### config.mk
export PLATFORM = sky130hd
export DESIGN_NAME = mlsu_top
export DESIGN_NICKNAME = d
export VERILOG_FILES = /design/src/logic/mlsu_pkg.sv /design/src/logic/mlsu_ctrl.sv /design/src/logic/mlsu_top.sv /design/src/logic/row_buffer.sv /design/src/logic/row_dequantizer.sv /design/src/logic/row_quantizer.sv /design/src/logic/row_store_seq.sv
export SDC_FILE = /design/constraint.sdc
export NUM_CORES = 1
export LEC_CHECK = 0
export ABC_AREA = 0
export BUFFER_PORTS_ARGS = -buffer_cell sky130_fd_sc_hd__buf_2
export CORE_UTILIZATION = 60
export CTS_BUF_LIST = sky130_fd_sc_hd__clkbuf_16
export CTS_CLUSTER_DIAMETER = 200
export CTS_CLUSTER_SIZE = 25
export DETAILED_ROUTE_END_ITERATION = 7
export PLACE_DENSITY_LB_ADDON = 0.1
export SETUP_SLACK_MARGIN = 0.1
export SLEW_MARGIN = 5
export SYNTH_ARGS = -nofsm -noshare
export SYNTH_HDL_FRONTEND = slang
export SYNTH_SLANG_ARGS = --single-unit
### constraint.sdc
create_clock -name clk -period 4.4 [get_ports clk]
set_input_delay 0.44 -clock clk [delete_from_list [all_inputs] [get_ports clk]]
set_output_delay 0.44 -clock clk [all_outputs]
set_load 0.02 [all_outputs]
### src/logic/mlsu_pkg.sv
`default_nettype none

package mlsu_pkg;

  // --------------------
  // Matrix geometry defaults
  // --------------------
  parameter int LANES = 4;
  parameter int ROWS  = 4;

  // Element and field widths
  localparam int IN_ELEM_W  = 16;
  localparam int Q_ELEM_W   = 8;
  localparam int ACC_ELEM_W = 16;
  localparam int SHIFT_W    = 3;
  localparam int ADDR_W     = 16;
  localparam int OPC_W      = 1;
  localparam int LSU_INST_W = ADDR_W + OPC_W;
  localparam int INST_W     = 2 * ADDR_W + 2 * SHIFT_W;

  typedef logic signed [IN_ELEM_W-1:0]  in_elem_t;
  typedef logic signed [Q_ELEM_W-1:0]   q_elem_t;
  typedef logic signed [ACC_ELEM_W-1:0] acc_elem_t;
  typedef logic        [SHIFT_W-1:0]    shift_t;
  typedef logic        [ADDR_W-1:0]     addr_t;
  typedef logic        [LSU_INST_W-1:0] lsu_inst_t;
  typedef logic        [INST_W-1:0]     mlsu_inst_t;

  // LSU opcodes in the low bit of lsu_inst_t
  localparam logic [OPC_W-1:0] OPC_READ  = 1'b0;
  localparam logic [OPC_W-1:0] OPC_WRITE = 1'b1;

  // Instruction word fields from the low end
  localparam int INST_IN_ADDR_LSB  = 0;
  localparam int INST_OUT_ADDR_LSB = INST_IN_ADDR_LSB + ADDR_W;
  localparam int INST_QSH_LSB      = INST_OUT_ADDR_LSB + ADDR_W;
  localparam int INST_DQSH_LSB     = INST_QSH_LSB + SHIFT_W;

  typedef enum logic [1:0] {
    ST_IDLE,
    ST_LOAD,
    ST_EXEC,
    ST_STORE
  } path_state_t;

endpackage

`default_nettype wire

### src/logic/mlsu_ctrl.sv
`timescale 1ns/1ps
`default_nettype none

module mlsu_ctrl
  import mlsu_pkg::*;
#(
  parameter int ROWS = mlsu_pkg::ROWS
) (
  input  wire             clk,
  input  wire             rstnn,
  input  wire             inst_ready_i,
  input  wire mlsu_inst_t inst_data_i,
  input  wire             mi_sinst_wready_i,
  input  wire             mo_sinst_wready_i,
  input  wire             mi_sload_wvalid_i,
  input  wire             mo_sload_wvalid_i,
  input  wire             qa_full_i,
  input  wire             out_full_i,
  input  wire             qa_busy_i,
  input  wire             out_busy_i,
  output logic            inst_pop_o,
  output logic            op_finish_o,
  output logic            mi_sinst_wvalid_o,
  output lsu_inst_t       mi_sinst_wdata_o,
  output logic            mo_sinst_wvalid_o,
  output lsu_inst_t       mo_sinst_wdata_o,
  output logic            mi_sload_wready_o,
  output logic            mo_sload_wready_o,
  output logic            q_valid_o,
  output logic            dq_valid_o,
  output logic            qa_store_req_o,
  output logic            out_store_req_o,
  output shift_t          q_shift_o,
  output shift_t          dq_shift_o
);

  localparam int CNT_W = $clog2(ROWS + 1);

  path_state_t      q_state;
  path_state_t      dq_state;
  logic             q_served;
  logic             dq_served;
  logic [CNT_W-1:0] q_rows;
  logic [CNT_W-1:0] dq_rows;

  // Shared by both paths
  function automatic path_state_t path_next(path_state_t st, logic issue, logic full,
                                            logic busy);
    path_state_t nxt;
    nxt = st;
    case (st)
      ST_IDLE:  if (issue) nxt = ST_LOAD;
      ST_LOAD:  nxt = ST_EXEC;
      ST_EXEC:  if (full) nxt = ST_STORE;
      ST_STORE: if (!busy) nxt = ST_IDLE;
      default:  nxt = ST_IDLE;
    endcase
    return nxt;
  endfunction

  // --------------------
  // Instruction issue and pop
  // --------------------
  assign mi_sinst_wvalid_o = (q_state == ST_IDLE) & inst_ready_i & mi_sinst_wready_i & ~q_served;
  assign mo_sinst_wvalid_o = (dq_state == ST_IDLE) & inst_ready_i & mo_sinst_wready_i & ~dq_served;

  assign mi_sinst_wdata_o = {inst_data_i[INST_IN_ADDR_LSB +: ADDR_W], OPC_READ};
  assign mo_sinst_wdata_o = {inst_data_i[INST_OUT_ADDR_LSB +: ADDR_W], OPC_WRITE};
  assign q_shift_o        = inst_data_i[INST_QSH_LSB +: SHIFT_W];
  assign dq_shift_o       = inst_data_i[INST_DQSH_LSB +: SHIFT_W];

  assign op_finish_o = (q_state == ST_IDLE) & (dq_state == ST_IDLE);
  // Both paths served and back in idle
  assign inst_pop_o  = op_finish_o & q_served & dq_served;

  // --------------------
  // Load side and store requests
  // --------------------
  assign mi_sload_wready_o = (q_state == ST_EXEC) & (q_rows < CNT_W'(ROWS));
  assign mo_sload_wready_o = (dq_state == ST_EXEC) & (dq_rows < CNT_W'(ROWS));
  assign q_valid_o         = mi_sload_wvalid_i & mi_sload_wready_o;
  assign dq_valid_o        = mo_sload_wvalid_i & mo_sload_wready_o;

  assign qa_store_req_o  = (q_state == ST_EXEC) & qa_full_i;
  assign out_store_req_o = (dq_state == ST_EXEC) & out_full_i;

  always_ff @(posedge clk or negedge rstnn) begin
    if (!rstnn) begin
      q_state   <= ST_IDLE;
      dq_state  <= ST_IDLE;
      q_served  <= 1'b0;
      dq_served <= 1'b0;
      q_rows    <= '0;
      dq_rows   <= '0;
    end else begin
      q_state  <= path_next(q_state, mi_sinst_wvalid_o, qa_full_i, qa_busy_i);
      dq_state <= path_next(dq_state, mo_sinst_wvalid_o, out_full_i, out_busy_i);

      if (inst_pop_o) begin
        q_served  <= 1'b0;
        dq_served <= 1'b0;
      end else begin
        if (mi_sinst_wvalid_o) q_served <= 1'b1;
        if (mo_sinst_wvalid_o) dq_served <= 1'b1;
      end

      if (q_state == ST_LOAD) q_rows <= '0;
      else if (q_valid_o) q_rows <= q_rows + 1'b1;

      if (dq_state == ST_LOAD) dq_rows <= '0;
      else if (dq_valid_o) dq_rows <= dq_rows + 1'b1;
    end
  end

endmodule

`default_nettype wire

### src/logic/mlsu_top.sv
`timescale 1ns/1ps
`default_nettype none

module mlsu_top
  import mlsu_pkg::*;
#(
  parameter int ROWS  = mlsu_pkg::ROWS,
  parameter int LANES = mlsu_pkg::LANES
) (
  input  wire                         clk,
  input  wire                         rstnn,
  // Instruction FIFO
  input  wire                         inst_ready_i,
  input  wire mlsu_inst_t             inst_data_i,
  output logic                        inst_pop_o,
  output logic                        op_finish_o,
  // Input LSU
  output logic                        mi_sinst_wvalid_o,
  output lsu_inst_t                   mi_sinst_wdata_o,
  input  wire                         mi_sinst_wready_i,
  input  wire                         mi_sload_wvalid_i,
  input  wire [LANES*IN_ELEM_W-1:0]   mi_sload_wdata_i,
  output logic                        mi_sload_wready_o,
  input  wire                         mi_sstore_rvalid_i,
  output logic                        mi_sstore_rready_o,
  output logic [LANES*Q_ELEM_W-1:0]   mi_sstore_rdata_o,
  // Output LSU
  output logic                        mo_sinst_wvalid_o,
  output lsu_inst_t                   mo_sinst_wdata_o,
  input  wire                         mo_sinst_wready_i,
  input  wire                         mo_sload_wvalid_i,
  input  wire [LANES*ACC_ELEM_W-1:0]  mo_sload_wdata_i,
  output logic                        mo_sload_wready_o,
  input  wire                         mo_sstore_rvalid_i,
  output logic                        mo_sstore_rready_o,
  output logic [LANES*ACC_ELEM_W-1:0] mo_sstore_rdata_o
);

  localparam int Q_ROW_W   = LANES * Q_ELEM_W;
  localparam int ACC_ROW_W = LANES * ACC_ELEM_W;

  logic                 q_valid;
  logic                 dq_valid;
  shift_t               q_shift;
  shift_t               dq_shift;
  logic                 qa_full;
  logic                 out_full;
  logic                 qa_busy;
  logic                 out_busy;
  logic                 qa_store_req;
  logic                 out_store_req;
  logic                 qa_wen;
  logic                 out_wen;
  logic [Q_ROW_W-1:0]   qa_wdata;
  logic [ACC_ROW_W-1:0] out_wdata;
  logic                 qa_ren;
  logic                 out_ren;
  logic [Q_ROW_W-1:0]   qa_rdata;
  logic [ACC_ROW_W-1:0] out_rdata;

  mlsu_ctrl #(.ROWS(ROWS)) u_ctrl (
    .clk(clk), .rstnn(rstnn),
    .inst_ready_i(inst_ready_i), .inst_data_i(inst_data_i),
    .mi_sinst_wready_i(mi_sinst_wready_i), .mo_sinst_wready_i(mo_sinst_wready_i),
    .mi_sload_wvalid_i(mi_sload_wvalid_i), .mo_sload_wvalid_i(mo_sload_wvalid_i),
    .qa_full_i(qa_full), .out_full_i(out_full),
    .qa_busy_i(qa_busy), .out_busy_i(out_busy),
    .inst_pop_o(inst_pop_o), .op_finish_o(op_finish_o),
    .mi_sinst_wvalid_o(mi_sinst_wvalid_o), .mi_sinst_wdata_o(mi_sinst_wdata_o),
    .mo_sinst_wvalid_o(mo_sinst_wvalid_o), .mo_sinst_wdata_o(mo_sinst_wdata_o),
    .mi_sload_wready_o(mi_sload_wready_o), .mo_sload_wready_o(mo_sload_wready_o),
    .q_valid_o(q_valid), .dq_valid_o(dq_valid),
    .qa_store_req_o(qa_store_req), .out_store_req_o(out_store_req),
    .q_shift_o(q_shift), .dq_shift_o(dq_shift)
  );

  // --------------------
  // Quantize path
  // --------------------
  row_quantizer #(.LANES(LANES)) u_quant (
    .clk(clk), .rstnn(rstnn), .valid_i(q_valid), .shift_i(q_shift),
    .row_i(mi_sload_wdata_i), .valid_o(qa_wen), .row_o(qa_wdata)
  );

  row_buffer #(.ROWS(ROWS), .ROW_W(Q_ROW_W)) u_qa_buf (
    .clk(clk), .rstnn(rstnn), .wen_i(qa_wen), .wdata_i(qa_wdata),
    .ren_i(qa_ren), .rdata_o(qa_rdata), .full_o(qa_full)
  );

  row_store_seq #(.ROWS(ROWS), .ROW_W(Q_ROW_W)) u_qa_store (
    .clk(clk), .rstnn(rstnn), .req_i(qa_store_req), .rdata_i(qa_rdata),
    .sstore_rvalid_i(mi_sstore_rvalid_i), .busy_o(qa_busy), .ren_o(qa_ren),
    .sstore_rready_o(mi_sstore_rready_o), .sstore_rdata_o(mi_sstore_rdata_o)
  );

  // --------------------
  // Dequantize path
  // --------------------
  row_dequantizer #(.LANES(LANES)) u_dequant (
    .clk(clk), .rstnn(rstnn), .valid_i(dq_valid), .shift_i(dq_shift),
    .row_i(mo_sload_wdata_i), .valid_o(out_wen), .row_o(out_wdata)
  );

  row_buffer #(.ROWS(ROWS), .ROW_W(ACC_ROW_W)) u_out_buf (
    .clk(clk), .rstnn(rstnn), .wen_i(out_wen), .wdata_i(out_wdata),
    .ren_i(out_ren), .rdata_o(out_rdata), .full_o(out_full)
  );

  row_store_seq #(.ROWS(ROWS), .ROW_W(ACC_ROW_W)) u_out_store (
    .clk(clk), .rstnn(rstnn), .req_i(out_store_req), .rdata_i(out_rdata),
    .sstore_rvalid_i(mo_sstore_rvalid_i), .busy_o(out_busy), .ren_o(out_ren),
    .sstore_rready_o(mo_sstore_rready_o), .sstore_rdata_o(mo_sstore_rdata_o)
  );

endmodule

`default_nettype wire

### src/logic/row_buffer.sv
`timescale 1ns/1ps
`default_nettype none

module row_buffer
  import mlsu_pkg::*;
#(
  parameter int ROWS  = mlsu_pkg::ROWS,
  parameter int ROW_W = mlsu_pkg::LANES * Q_ELEM_W
) (
  input  wire              clk,
  input  wire              rstnn,
  input  wire              wen_i,
  input  wire [ROW_W-1:0]  wdata_i,
  input  wire              ren_i,
  output logic [ROW_W-1:0] rdata_o,
  output logic             full_o
);

  localparam int PTR_W = (ROWS > 1) ? $clog2(ROWS) : 1;
  localparam int CNT_W = $clog2(ROWS + 1);

  logic [ROW_W-1:0] mem [ROWS];
  logic [PTR_W-1:0] wptr;
  logic [PTR_W-1:0] rptr;
  logic [CNT_W-1:0] count;
  logic             wr;
  logic             rd;

  assign full_o  = (count == CNT_W'(ROWS));
  assign wr      = wen_i & ~full_o;
  assign rd      = ren_i & (count != '0);
  assign rdata_o = mem[rptr];

  always_ff @(posedge clk) begin
    if (wr) mem[wptr] <= wdata_i;
  end

  // Pointers wrap at ROWS so an emptied buffer starts over at row 0
  always_ff @(posedge clk or negedge rstnn) begin
    if (!rstnn) begin
      wptr  <= '0;
      rptr  <= '0;
      count <= '0;
    end else begin
      if (wr) wptr <= (wptr == PTR_W'(ROWS - 1)) ? '0 : wptr + 1'b1;
      if (rd) rptr <= (rptr == PTR_W'(ROWS - 1)) ? '0 : rptr + 1'b1;
      case ({wr, rd})
        2'b10:   count <= count + 1'b1;
        2'b01:   count <= count - 1'b1;
        default: count <= count;
      endcase
    end
  end

endmodule

`default_nettype wire

### src/logic/row_dequantizer.sv
`timescale 1ns/1ps
`default_nettype none

module row_dequantizer
  import mlsu_pkg::*;
#(
  parameter int LANES = mlsu_pkg::LANES
) (
  input  wire                         clk,
  input  wire                         rstnn,
  input  wire                         valid_i,
  input  wire shift_t                 shift_i,
  input  wire [LANES*ACC_ELEM_W-1:0]  row_i,
  output logic                        valid_o,
  output logic [LANES*ACC_ELEM_W-1:0] row_o
);

  logic [LANES*ACC_ELEM_W-1:0] dq_row;

  // Shift of up to 7 fits in 24 bits before the int16 clamp
  function automatic acc_elem_t dequant_lane(acc_elem_t x, shift_t s);
    logic signed [23:0] w;
    w = 24'(x) <<< s;
    if (w > 24'sd32767) return 16'sh7fff;
    else if (w < -24'sd32768) return 16'sh8000;
    else return w[15:0];
  endfunction

  always_comb begin
    for (int i = 0; i < LANES; i++) begin
      dq_row[i*ACC_ELEM_W +: ACC_ELEM_W] =
        dequant_lane(row_i[i*ACC_ELEM_W +: ACC_ELEM_W], shift_i);
    end
  end

  always_ff @(posedge clk or negedge rstnn) begin
    if (!rstnn) valid_o <= 1'b0;
    else valid_o <= valid_i;
  end

  always_ff @(posedge clk) begin
    if (valid_i) row_o <= dq_row;
  end

endmodule

`default_nettype wire

### src/logic/row_quantizer.sv
`timescale 1ns/1ps
`default_nettype none

module row_quantizer
  import mlsu_pkg::*;
#(
  parameter int LANES = mlsu_pkg::LANES
) (
  input  wire                          clk,
  input  wire                          rstnn,
  input  wire                          valid_i,
  input  wire shift_t                  shift_i,
  input  wire [LANES*IN_ELEM_W-1:0]    row_i,
  output logic                         valid_o,
  output logic [LANES*Q_ELEM_W-1:0]    row_o
);

  logic [LANES*Q_ELEM_W-1:0] q_row;

  // Round half away from zero, then clamp to int8
  function automatic q_elem_t quant_lane(in_elem_t x, shift_t s);
    logic signed [17:0] xe;
    logic signed [17:0] mag;
    logic signed [17:0] half;
    logic signed [17:0] rnd;
    logic signed [17:0] res;
    xe   = 18'(x);
    mag  = xe[17] ? -xe : xe;
    half = (s == '0) ? 18'sd0 : (18'sd1 <<< (s - 3'd1));
    rnd  = (mag + half) >>> s;
    res  = xe[17] ? -rnd : rnd;
    if (res > 18'sd127) return 8'sd127;
    else if (res < -18'sd128) return -8'sd128;
    else return res[7:0];
  endfunction

  always_comb begin
    for (int i = 0; i < LANES; i++) begin
      q_row[i*Q_ELEM_W +: Q_ELEM_W] = quant_lane(row_i[i*IN_ELEM_W +: IN_ELEM_W], shift_i);
    end
  end

  always_ff @(posedge clk or negedge rstnn) begin
    if (!rstnn) valid_o <= 1'b0;
    else valid_o <= valid_i;
  end

  always_ff @(posedge clk) begin
    if (valid_i) row_o <= q_row;
  end

endmodule

`default_nettype wire

### src/logic/row_store_seq.sv
`timescale 1ns/1ps
`default_nettype none

module row_store_seq
  import mlsu_pkg::*;
#(
  parameter int ROWS  = mlsu_pkg::ROWS,
  parameter int ROW_W = mlsu_pkg::LANES * Q_ELEM_W
) (
  input  wire              clk,
  input  wire              rstnn,
  input  wire              req_i,
  input  wire [ROW_W-1:0]  rdata_i,
  input  wire              sstore_rvalid_i,
  output logic             busy_o,
  output logic             ren_o,
  output logic             sstore_rready_o,
  output logic [ROW_W-1:0] sstore_rdata_o
);

  localparam int CNT_W = $clog2(ROWS + 1);

  logic [CNT_W-1:0] sent;
  logic             last;

  // One row per LSU request while busy
  assign sstore_rready_o = busy_o & sstore_rvalid_i;
  assign sstore_rdata_o  = rdata_i;
  assign ren_o           = sstore_rready_o;
  assign last            = sstore_rready_o & (sent == CNT_W'(ROWS - 1));

  always_ff @(posedge clk or negedge rstnn) begin
    if (!rstnn) begin
      busy_o <= 1'b0;
      sent   <= '0;
    end else if (req_i && !busy_o) begin
      busy_o <= 1'b1;
      sent   <= '0;
    end else if (last) begin
      busy_o <= 1'b0;
      sent   <= '0;
    end else if (sstore_rready_o) begin
      sent <= sent + 1'b1;
    end
  end

endmodule

`default_nettype wire

## Yosys cells after proc, flatten, opt, wreduce, memory -nomap -nowiden

Memory sizes are Yosys's and may differ from the RTL's.
Cells that the tools add are included.

| storage, ports and cells | value |
|---|---|
| memories kept | 2 |
| register bits after elaboration | 132 |
| memory bits (writable) | 384 |

Memories:

| name | depth | bits a word | rd ports | clocked after Yosys merged registers in | write ports | line | source |
|---|---|---|---|---|---|---|---|
| u_out_buf.mem | 4 | 64 | 1 | 0 | 1 | row_buffer.sv:22 | `logic [ROW_W-1:0] mem [ROWS];` |
| u_qa_buf.mem | 4 | 32 | 1 | 0 | 1 | row_buffer.sv:22 |  |

| operators by class | value |
|---|---|
| bitwise logic cells | 27 |
| mux-type cells | 53 |
| order comparisons | 18 |
| reduce and logical (&&, ||, !) cells | 21 |
| equal/unequal tests | 24 |
| add/subtract/negate cells | 25 |
| shift operators | 9 |

Operator list:

| operator | number |
|---|---|
| 18-bit two-way mux | 9 |
| 24-bit by 16-bit greater-than comparator with 1-bit output (second input constant) | 4 |
| 24-bit by 16-bit less-than comparator with 1-bit output (second input constant) | 4 |
| 16-bit by 3-bit <<< shifter with 24-bit output | 4 |
| 18-bit adder | 4 |
| 18-bit by 8-bit greater-than comparator with 1-bit output (second input constant) | 4 |
| 18-bit by 8-bit less-than comparator with 1-bit output (second input constant) | 4 |
| 16-bit negator with 18-bit output | 4 |
| 18-bit negator | 4 |
| 18-bit by 3-bit >>> shifter with 18-bit output | 4 |
| 16-bit two-way mux | 4 |
| 8-bit two-way mux | 4 |
| 3-bit two-way mux | 10 |
| 1-bit AND | 23 |
| 2-bit equality test (second input constant) | 10 |
| 2-bit two-way mux | 10 |
| 3-bit by 1-bit adder with 3-bit output (second input constant) | 6 |
| 2-bit by 3-bit <<< shifter with 18-bit output (first input constant) | 1 |
| 2-bit case mux with 4 select lines | 2 |
| 2-bit nonzero test | 8 |
| 1-bit two-way mux | 12 |
| 3-bit case mux with 2 select lines | 2 |
| 3-bit nonzero test | 4 |
| 3-bit by 1-bit subtractor with 3-bit output (second input constant) | 3 |
| other kinds (13) | 33 |

## Longest topological paths before layout

| depth | value |
|---|---|
| depth after elaboration | 9 |
| depth in mapped cells | 30 |
| mapped depth without buffers | 24 |

## Cells and area by module

Synthesis repeated with hierarchy kept, for this count alone.

| unflattened totals | value |
|---|---|
| cell total of the unflattened synthesis | 3025 |
| area total of the unflattened synthesis | 34583.2 um^2 |

By module, submodules not included:

| module | cells an instance | instances | sequential area each (um^2) | area each (um^2) |
|---|---|---|---|---|
| row_quantizer | 1662 | 1 | 985.9 | 11877.6 |
| row_buffer (u_out_buf) | 373 | 1 | 7862.5 | 9674.3 |
| row_dequantizer | 536 | 1 | 1946.9 | 5749.3 |
| row_buffer (u_qa_buf) | 207 | 1 | 4018.9 | 5113.7 |
| mlsu_ctrl | 113 | 1 | 300.3 | 1042.2 |
| row_store_seq (u_out_store) | 83 | 1 | 100.1 | 683.2 |
| row_store_seq (u_qa_store) | 51 | 1 | 100.1 | 442.9 |

## Least setup slack after synthesis

No wires, ideal clock.

| path | value |
|---|---|
| kind | input -> register |
| start point | input inst_data_i[32] |
| end point | register u_quant.row_o[21] (data pin) |
| buffers on the path | 9 |
| data required time | 4.139 ns |
| arrival | 6.496 ns |
| setup time | 0.261 ns |
| stages on the path | 29 |
| setup slack | -2.357 ns |
| cells stage by stage | buf_2 buf_2 buf_2 buf_4 buf_4 buf_2 buf_2 buf_2 buf_4 nand2_1 inv_1 ha_1 ha_1 a21oi_1 maj3_1 a21boi_2 nor2_1 xnor2_1 o21bai_1 or2_2 mux2_2 ha_1 nor2b_1 nand4_4 mux2_2 or3_1 a221o_1 o41a_1 a221o_1 |

| on the way | value |
|---|---|
| word-level cells in the longest chain between the ends | 9 |
| elaborated cells on any way between the ends | 11 |
| those cells by class | 3 x add/sub; 2 x order compare; 2 x shift; 3 x mux; 1 x reduce/logical |

Ends and longest elaborated chain:

| item | line | source |
|---|---|---|
| start: declaration | mlsu_top.sv:14 | `input wire mlsu_inst_t inst_data_i,` |
| 3-bit by 1-bit subtractor with 3-bit output | row_quantizer.sv:29 | `half = (s == '0) ? 18'sd0 : (18'sd1 <<< (s - 3'd1));` |
| 2-bit by 3-bit <<< shifter with 18-bit output | row_quantizer.sv:29 |  |
| 18-bit two-way mux | row_quantizer.sv:29 |  |
| 18-bit adder | row_quantizer.sv:30 | `rnd = (mag + half) >>> s;` |
| 18-bit by 3-bit >>> shifter with 18-bit output (*) | row_quantizer.sv:30 |  |
| 18-bit negator | row_quantizer.sv:31 | `res = xe[17] ? -rnd : rnd;` |
| 18-bit two-way mux (*) | row_quantizer.sv:31 |  |
| 18-bit by 8-bit less-than comparator with 1-bit output | row_quantizer.sv:33 | `else if (res < -18'sd128) return -8'sd128;` |
| 8-bit two-way mux | row_quantizer.sv:33 |  |
| end signal: assignment | row_quantizer.sv:49 | `if (valid_i) row_o <= q_row;` |
| end: declaration | row_quantizer.sv:15 | `output logic [LANES*Q_ELEM_W-1:0] row_o` |

Mark *: on every way between the ends. The rest lies on a longest branch, timed or not.
A chain may end at the register's enable or synchronous reset.

## Worst setup path in the final report

| path | value |
|---|---|
| start point | input mi_sload_wdata_i[17] |
| end point | register u_quant.row_o[12] (data pin) |

| on the way | value |
|---|---|
| word-level cells in the longest chain between the ends | 8 |
| elaborated cells on any way between the ends | 9 |
| those cells by class | 3 x add/sub; 2 x order compare; 1 x shift; 3 x mux |

Ends and longest elaborated chain:

| item | line | source |
|---|---|---|
| start: declaration | mlsu_top.sv:22 | `input wire [LANES*IN_ELEM_W-1:0] mi_sload_wdata_i,` |
| 16-bit negator with 18-bit output | row_quantizer.sv:28 | `mag = xe[17] ? -xe : xe;` |
| 18-bit two-way mux (*) | row_quantizer.sv:28 |  |
| 18-bit adder (*) | row_quantizer.sv:30 |  |
| 18-bit by 3-bit >>> shifter with 18-bit output (*) | row_quantizer.sv:30 |  |
| 18-bit negator | row_quantizer.sv:31 |  |
| 18-bit two-way mux (*) | row_quantizer.sv:31 |  |
| 18-bit by 8-bit less-than comparator with 1-bit output | row_quantizer.sv:33 |  |
| 8-bit two-way mux | row_quantizer.sv:33 |  |

Marked as above.

==> metrics.txt <==
# TYPE chip_impl_metric gauge
chip_impl_info{name="timing.hold.worst.class",value="in -> reg"} 1
chip_impl_metric{name="route.detailed.drc",unit=""} 0
chip_impl_metric{name="crit_path_max_incr_delay",unit="ns"} 0.59
chip_impl_metric{name="clock_pin_transition_on_the_worst_setup_and_hold_timing_paths",unit="ns"} 0.10
chip_impl_metric{name="grt_start_max_net_pins",unit=""} 72
chip_impl_metric{name="cells_after_synth",unit=""} 2847
chip_impl_metric{name="first_iter_violations",unit=""} 2911
chip_impl_info{name="cpMostUsedCell",value="sky130_fd_sc_hd__buf_6"} 1
chip_impl_metric{name="cts_sinks",unit=""} 516
chip_impl_metric{name="place_worst_setup_slack",unit="ns"} -1.58
chip_impl_metric{name="antenna_cells_inserted",unit=""} 0
chip_impl_metric{name="max_slew.worst_pin.slew",unit="ns"} 1.26
chip_impl_metric{name="global_route.usage.total",unit="%"} 35.9
chip_impl_info{name="end_kind",value="register"} 1
chip_impl_metric{name="grt_pass1_vias",unit=""} 27900
chip_impl_metric{name="chipHeight",unit="µm"} 235
chip_impl_metric{name="total_via_count_in_the_routed_design",unit=""} 28700
chip_impl_metric{name="min_period",unit="ns"} 5.15
chip_impl_metric{name="setup_ws",unit="ns"} -0.748
chip_impl_metric{name="antenna_found_initial",unit=""} 1
chip_impl_metric{name="tritoncts.num_buffers",unit=""} 24
chip_impl_metric{name="power.sequential.fraction",unit="%"} 41.6
chip_impl_metric{name="crit_path_max_fanout",unit=""} 7
chip_impl_metric{name="netSwitchingPower",unit="mW"} 5.99
chip_impl_metric{name="synth_enable_flop_cells",unit=""} 480
chip_impl_info{name="synthTopCellsByArea",value="sky130_fd_sc_hd__edfxtp_1 44%, sky130_fd_sc_hd__mux4_2 8.0%, sky130_fd_sc_hd__dfrtp_1 2.8%, sky130_fd_sc_hd__nand2_1 2.5%, sky130_fd_sc_hd__mux2i_1 2.5%"} 1
chip_impl_info{name="failed_checks",value="setup timing"} 1
chip_impl_info{name="tritoncts",value="built"} 1
chip_impl_metric{name="cp.required",unit="ns"} 4.74
chip_impl_metric{name="combPwrFrac",unit="%"} 43.3
chip_impl_info{name="critical-path-slowest-cell",value="sky130_fd_sc_hd__or4_4"} 1
chip_impl_metric{name="drv_slew",unit=""} 0
chip_impl_metric{name="power.internal",unit="mW"} 10.2
chip_impl_metric{name="yosys.area.top_type_share",unit="%"} 44.2
chip_impl_metric{name="clock.fmax",unit="MHz"} 194
chip_impl_metric{name="viasPerCell",unit=""} 6.54
chip_impl_metric{name="postRouteWirelength",unit="mm"} 104
chip_impl_info{name="rsz0062_at_grt",value="true"} 1
chip_impl_metric{name="cts_max_level",unit=""} 1
chip_impl_info{name="timing.critical_path.cells",value="buf_6, inv_4, ha_4, or3b_4, o31ai_4, xnor2_1, ha_1, buf_4, a2111oi_2, buf_4, a22o_1, a311o_2, buf_6, o21ai_0, o32ai_2, nand4b_1, or4_4, buf_6, o32a_1, a2111o_1, o21ai_4, o21ai_1"} 1
chip_impl_metric{name="share_of_the_yosys_chip_area_belonging_to_registers",unit="%"} 47.0
chip_impl_metric{name="clkPwrFrac",unit="%"} 15.1
chip_impl_metric{name="dieArea",unit="µm²"} 55300
chip_impl_metric{name="layout.nets",unit=""} 3914
chip_impl_metric{name="start_util",unit="%"} 60.6
chip_impl_metric{name="layout.filler_cells",unit=""} 3151
chip_impl_metric{name="detail-route-antenna-nets",unit=""} 0
chip_impl_metric{name="gp_routability_congestion",unit=""} 0.948
chip_impl_metric{name="grt_remaining_overflow",unit=""} 0
chip_impl_metric{name="coreArea",unit="µm²"} 53800
chip_impl_metric{name="io_pins",unit=""} 313
chip_impl_info{name="root_buffer",value="sky130_fd_sc_hd__clkbuf_16"} 1
chip_impl_metric{name="worst_ir_drop_vdd",unit="µV"} 527
chip_impl_metric{name="fp.dieW",unit="µm"} 235
chip_impl_metric{name="static-leakage-power",unit="nW"} 16.4
chip_impl_metric{name="slew_headroom",unit="%"} 16.3
chip_impl_metric{name="layout-area-overhead-vs-synth",unit="%"} 30.9
chip_impl_info{name="crit_type",value="in -> reg"} 1
chip_impl_metric{name="maxCapViolations",unit=""} 0
chip_impl_metric{name="port_buffers",unit=""} 246
chip_impl_metric{name="grt_first_pass_wirelength",unit="mm"} 156
chip_impl_metric{name="final_min_period_over_clock_period",unit="%"} 117
chip_impl_metric{name="worst-endpoint-arrival",unit="ns"} 5.49
chip_impl_info{name="postSynth.topFlopCell",value="sky130_fd_sc_hd__edfxtp_1"} 1
chip_impl_metric{name="synth-warning-count",unit=""} 0
chip_impl_metric{name="post_synthesis_average_cell_area",unit="µm²"} 11.5
chip_impl_metric{name="finalHoldViolCount",unit=""} 0
chip_impl_metric{name="clk-insertion-delay-late",unit="ns"} 0.60
chip_impl_metric{name="place_hpwl",unit="mm"} 72.3
chip_impl_metric{name="ys_seq_elements",unit=""} 516
chip_impl_info{name="worst_setup_sp_type",value="input pin"} 1
chip_impl_metric{name="post_synth_instance_area",unit="µm²"} 32600
chip_impl_metric{name="post_route_cells_drive_above_1_share",unit="%"} 43.8
chip_impl_metric{name="power.share.switching",unit="%"} 36.9
chip_impl_metric{name="worst-path-buf-inv",unit=""} 6
chip_impl_metric{name="clock_skew",unit="ns"} 0.0491
chip_impl_metric{name="report.power.total",unit="mW"} 16.2
chip_impl_metric{name="synth.lib_cells_used.distinct",unit=""} 135
chip_impl_metric{name="power_density",unit="nW/µm²"} 380
chip_impl_metric{name="cts_max_path_buffers",unit=""} 3
chip_impl_metric{name="async_flop_share",unit="%"} 6.98
chip_impl_info{name="critical_path.top_delay_family",value="compound AO/OA/AOI/OAI gates"} 1
chip_impl_metric{name="fin_util",unit="%"} 79.3
chip_impl_metric{name="wire_per_inst",unit="µm"} 23.8
chip_impl_info{name="post-synth-top-area-cell",value="sky130_fd_sc_hd__edfxtp_1"} 1
chip_impl_metric{name="row_count",unit=""} 85
chip_impl_metric{name="detailedRoute.firstPassIterationCount",unit=""} 6
chip_impl_info{name="outcome",value="finished, violations left"} 1
chip_impl_metric{name="final-setup-viol-count",unit=""} 30
chip_impl_metric{name="setup_tns",unit="ns"} -14.95
==> registers in the layout (all words and copies together), names as in the netlist, 3 cells and up <==
name	cells
u_qa_buf.count	3
u_quant.row_o	32
u_out_store.sent	3
u_qa_store.sent	3
u_out_buf.count	3
u_dequant.row_o	64
u_qa_buf.mem	128
u_ctrl.q_rows	3
u_out_buf.mem	256
u_ctrl.dq_rows	3
==> area by class of cell <==
class / count / area [µm²] / share of cell area [%]
tap: 696 / 871 / 2.04
multi-input combinational: 2050 / 18200 / 42.5
inverter: 68 / 282 / 0.659
clock buffer: 24 / 601 / 1.41
timing repair buffer: 1019 / 7380 / 17.3
sequential: 516 / 15300 / 35.9
clock inverter: 13 / 68.8 / 0.161
==> what timing repair did <==
| action | CTS | global route |
|---|---|---|
| hold buffers | 1 | 0 |
| gates resized for setup | 234 | 217 |
| endpoints found under the hold margin | 36 | 0 |
| pin swaps | 114 | 153 |
| setup buffers | 74 | 48 |
| setup endpoints to repair | 32 | 32 |
==> path summary, 6_finish.rpt <==
check / startpoint / endpoint / slack (ns) / depth (start not counted)
max in group asynchronous: rstnn / u_out_buf.rptr[0]$_DFFE_PN0P_ / 3.33 / 2
worst max register to register: u_out_buf.count[0]$_DFFE_PN0P_ / u_out_buf.mem[1][31]$_DFFE_PP_ / 1.78 / 4
worst min-delay path: mo_sload_wdata_i[15] / u_dequant.row_o[15]$_SDFFCE_PN0P_ / 0.12 / 1
min in group asynchronous: rstnn / u_ctrl.dq_rows[2]$_DFFE_PN0P_ / 0.48 / 2
worst max-delay path: mi_sload_wdata_i[17] / u_quant.row_o[12]$_SDFFCE_PN1P_ / -0.75 / 22
worst min register to register: u_dequant.row_o[10]$_SDFFCE_PN1P_ / u_out_buf.mem[3][10]$_DFFE_PP_ / 0.48 / 0
==> metal layers <==
layer | vias to the layer above | wire length (µm) | track usage [%]
met3 | 314 | 8120 | 4.71
met2 | 1553 | 50800 | 60.2
met1 | 14000 | 41500 | 48.3
li1 | 12800 | - | -
met5 | - | 13 | 0
met4 | 2 | 4080 | 12.9
==> cell usage after synthesis, types with 60 or more instances <==
cell type,number
sky130_fd_sc_hd__edfxtp_1,480
sky130_fd_sc_hd__nand2_1,216
sky130_fd_sc_hd__nor2_1,171
sky130_fd_sc_hd__o21ai_0,154
sky130_fd_sc_hd__a21oi_1,139
sky130_fd_sc_hd__mux4_2,116
sky130_fd_sc_hd__clkbuf_1,108
sky130_fd_sc_hd__mux2i_1,80
sky130_fd_sc_hd__xnor2_1,74
sky130_fd_sc_hd__nor3_1,66
sky130_fd_sc_hd__inv_1,63
sky130_fd_sc_hd__nand3_1,60
==> metrics by stage <==
stage / area, µm² / instances / hold WS [ns]
global route: 42700 / 4386 / 0.0906
detailed placement: 39100 / 4240 / 0.483
CTS: 41300 / 4345 / 0.0953
global placement: 39100 / 4240 / 0.466
finish: 42700 / 4386 / 0.123
floorplan: 33000 / 2851 / 0.144
==> cells in the final DEF, fill, tap and decap left out, types with 28 or more instances in the layout <==
cell	Yosys	final
sky130_fd_sc_hd__nor3_1	66	57
sky130_fd_sc_hd__a31oi_1	43	35
sky130_fd_sc_hd__o211ai_1	34	34
sky130_fd_sc_hd__o21ai_0	154	123
sky130_fd_sc_hd__a21oi_1	139	108
sky130_fd_sc_hd__nor2b_1	31	30
sky130_fd_sc_hd__dfrtp_1	36	32
sky130_fd_sc_hd__mux4_2	116	116
sky130_fd_sc_hd__buf_4	42	716
sky130_fd_sc_hd__edfxtp_1	480	480
sky130_fd_sc_hd__a211oi_1	42	35
sky130_fd_sc_hd__nand3_1	60	50
sky130_fd_sc_hd__inv_1	63	56
sky130_fd_sc_hd__xnor2_1	74	60
sky130_fd_sc_hd__buf_2	41	232
sky130_fd_sc_hd__nor2_1	171	162
sky130_fd_sc_hd__a21oi_2	4	28
sky130_fd_sc_hd__mux2i_1	80	75
sky130_fd_sc_hd__buf_6	3	64
sky130_fd_sc_hd__nand2_1	216	204
sky130_fd_sc_hd__xor2_1	56	52
sky130_fd_sc_hd__a21o_1	28	28
sky130_fd_sc_hd__ha_1	58	38
==> power by group through the flow <==
| stage | logic (mW) | registers, mW | clock network [mW] |
|---|---|---|---|
| 6_report | 7.02 | 6.75 | 2.45 |
| 4_1_cts | 6.65 | 6.75 | 2.46 |
| 3_3_place_gp | 6.11 | 6.75 | 0 |
| 3_5_place_dp | 6.29 | 6.83 | 0 |
| 2_1_floorplan | 4.18 | 6.42 | 0 |
| 5_1_grt | 7.41 | 6.82 | 2.61 |
==> cell families after synthesis <==
family | count (synthesis) | synth area share [%]
compound gates | 817 | 18.4
xor+xnor | 139 | 3.98
fa+ha+maj | 66 | 2.54
buf+inv | 285 | 3.99
flops | 516 | 47.0
mux | 231 | 11.7
other cells | 2 | 0.0230
simple gates | 791 | 12.4
No activity file was read; power rests on OpenSTA's default activity.
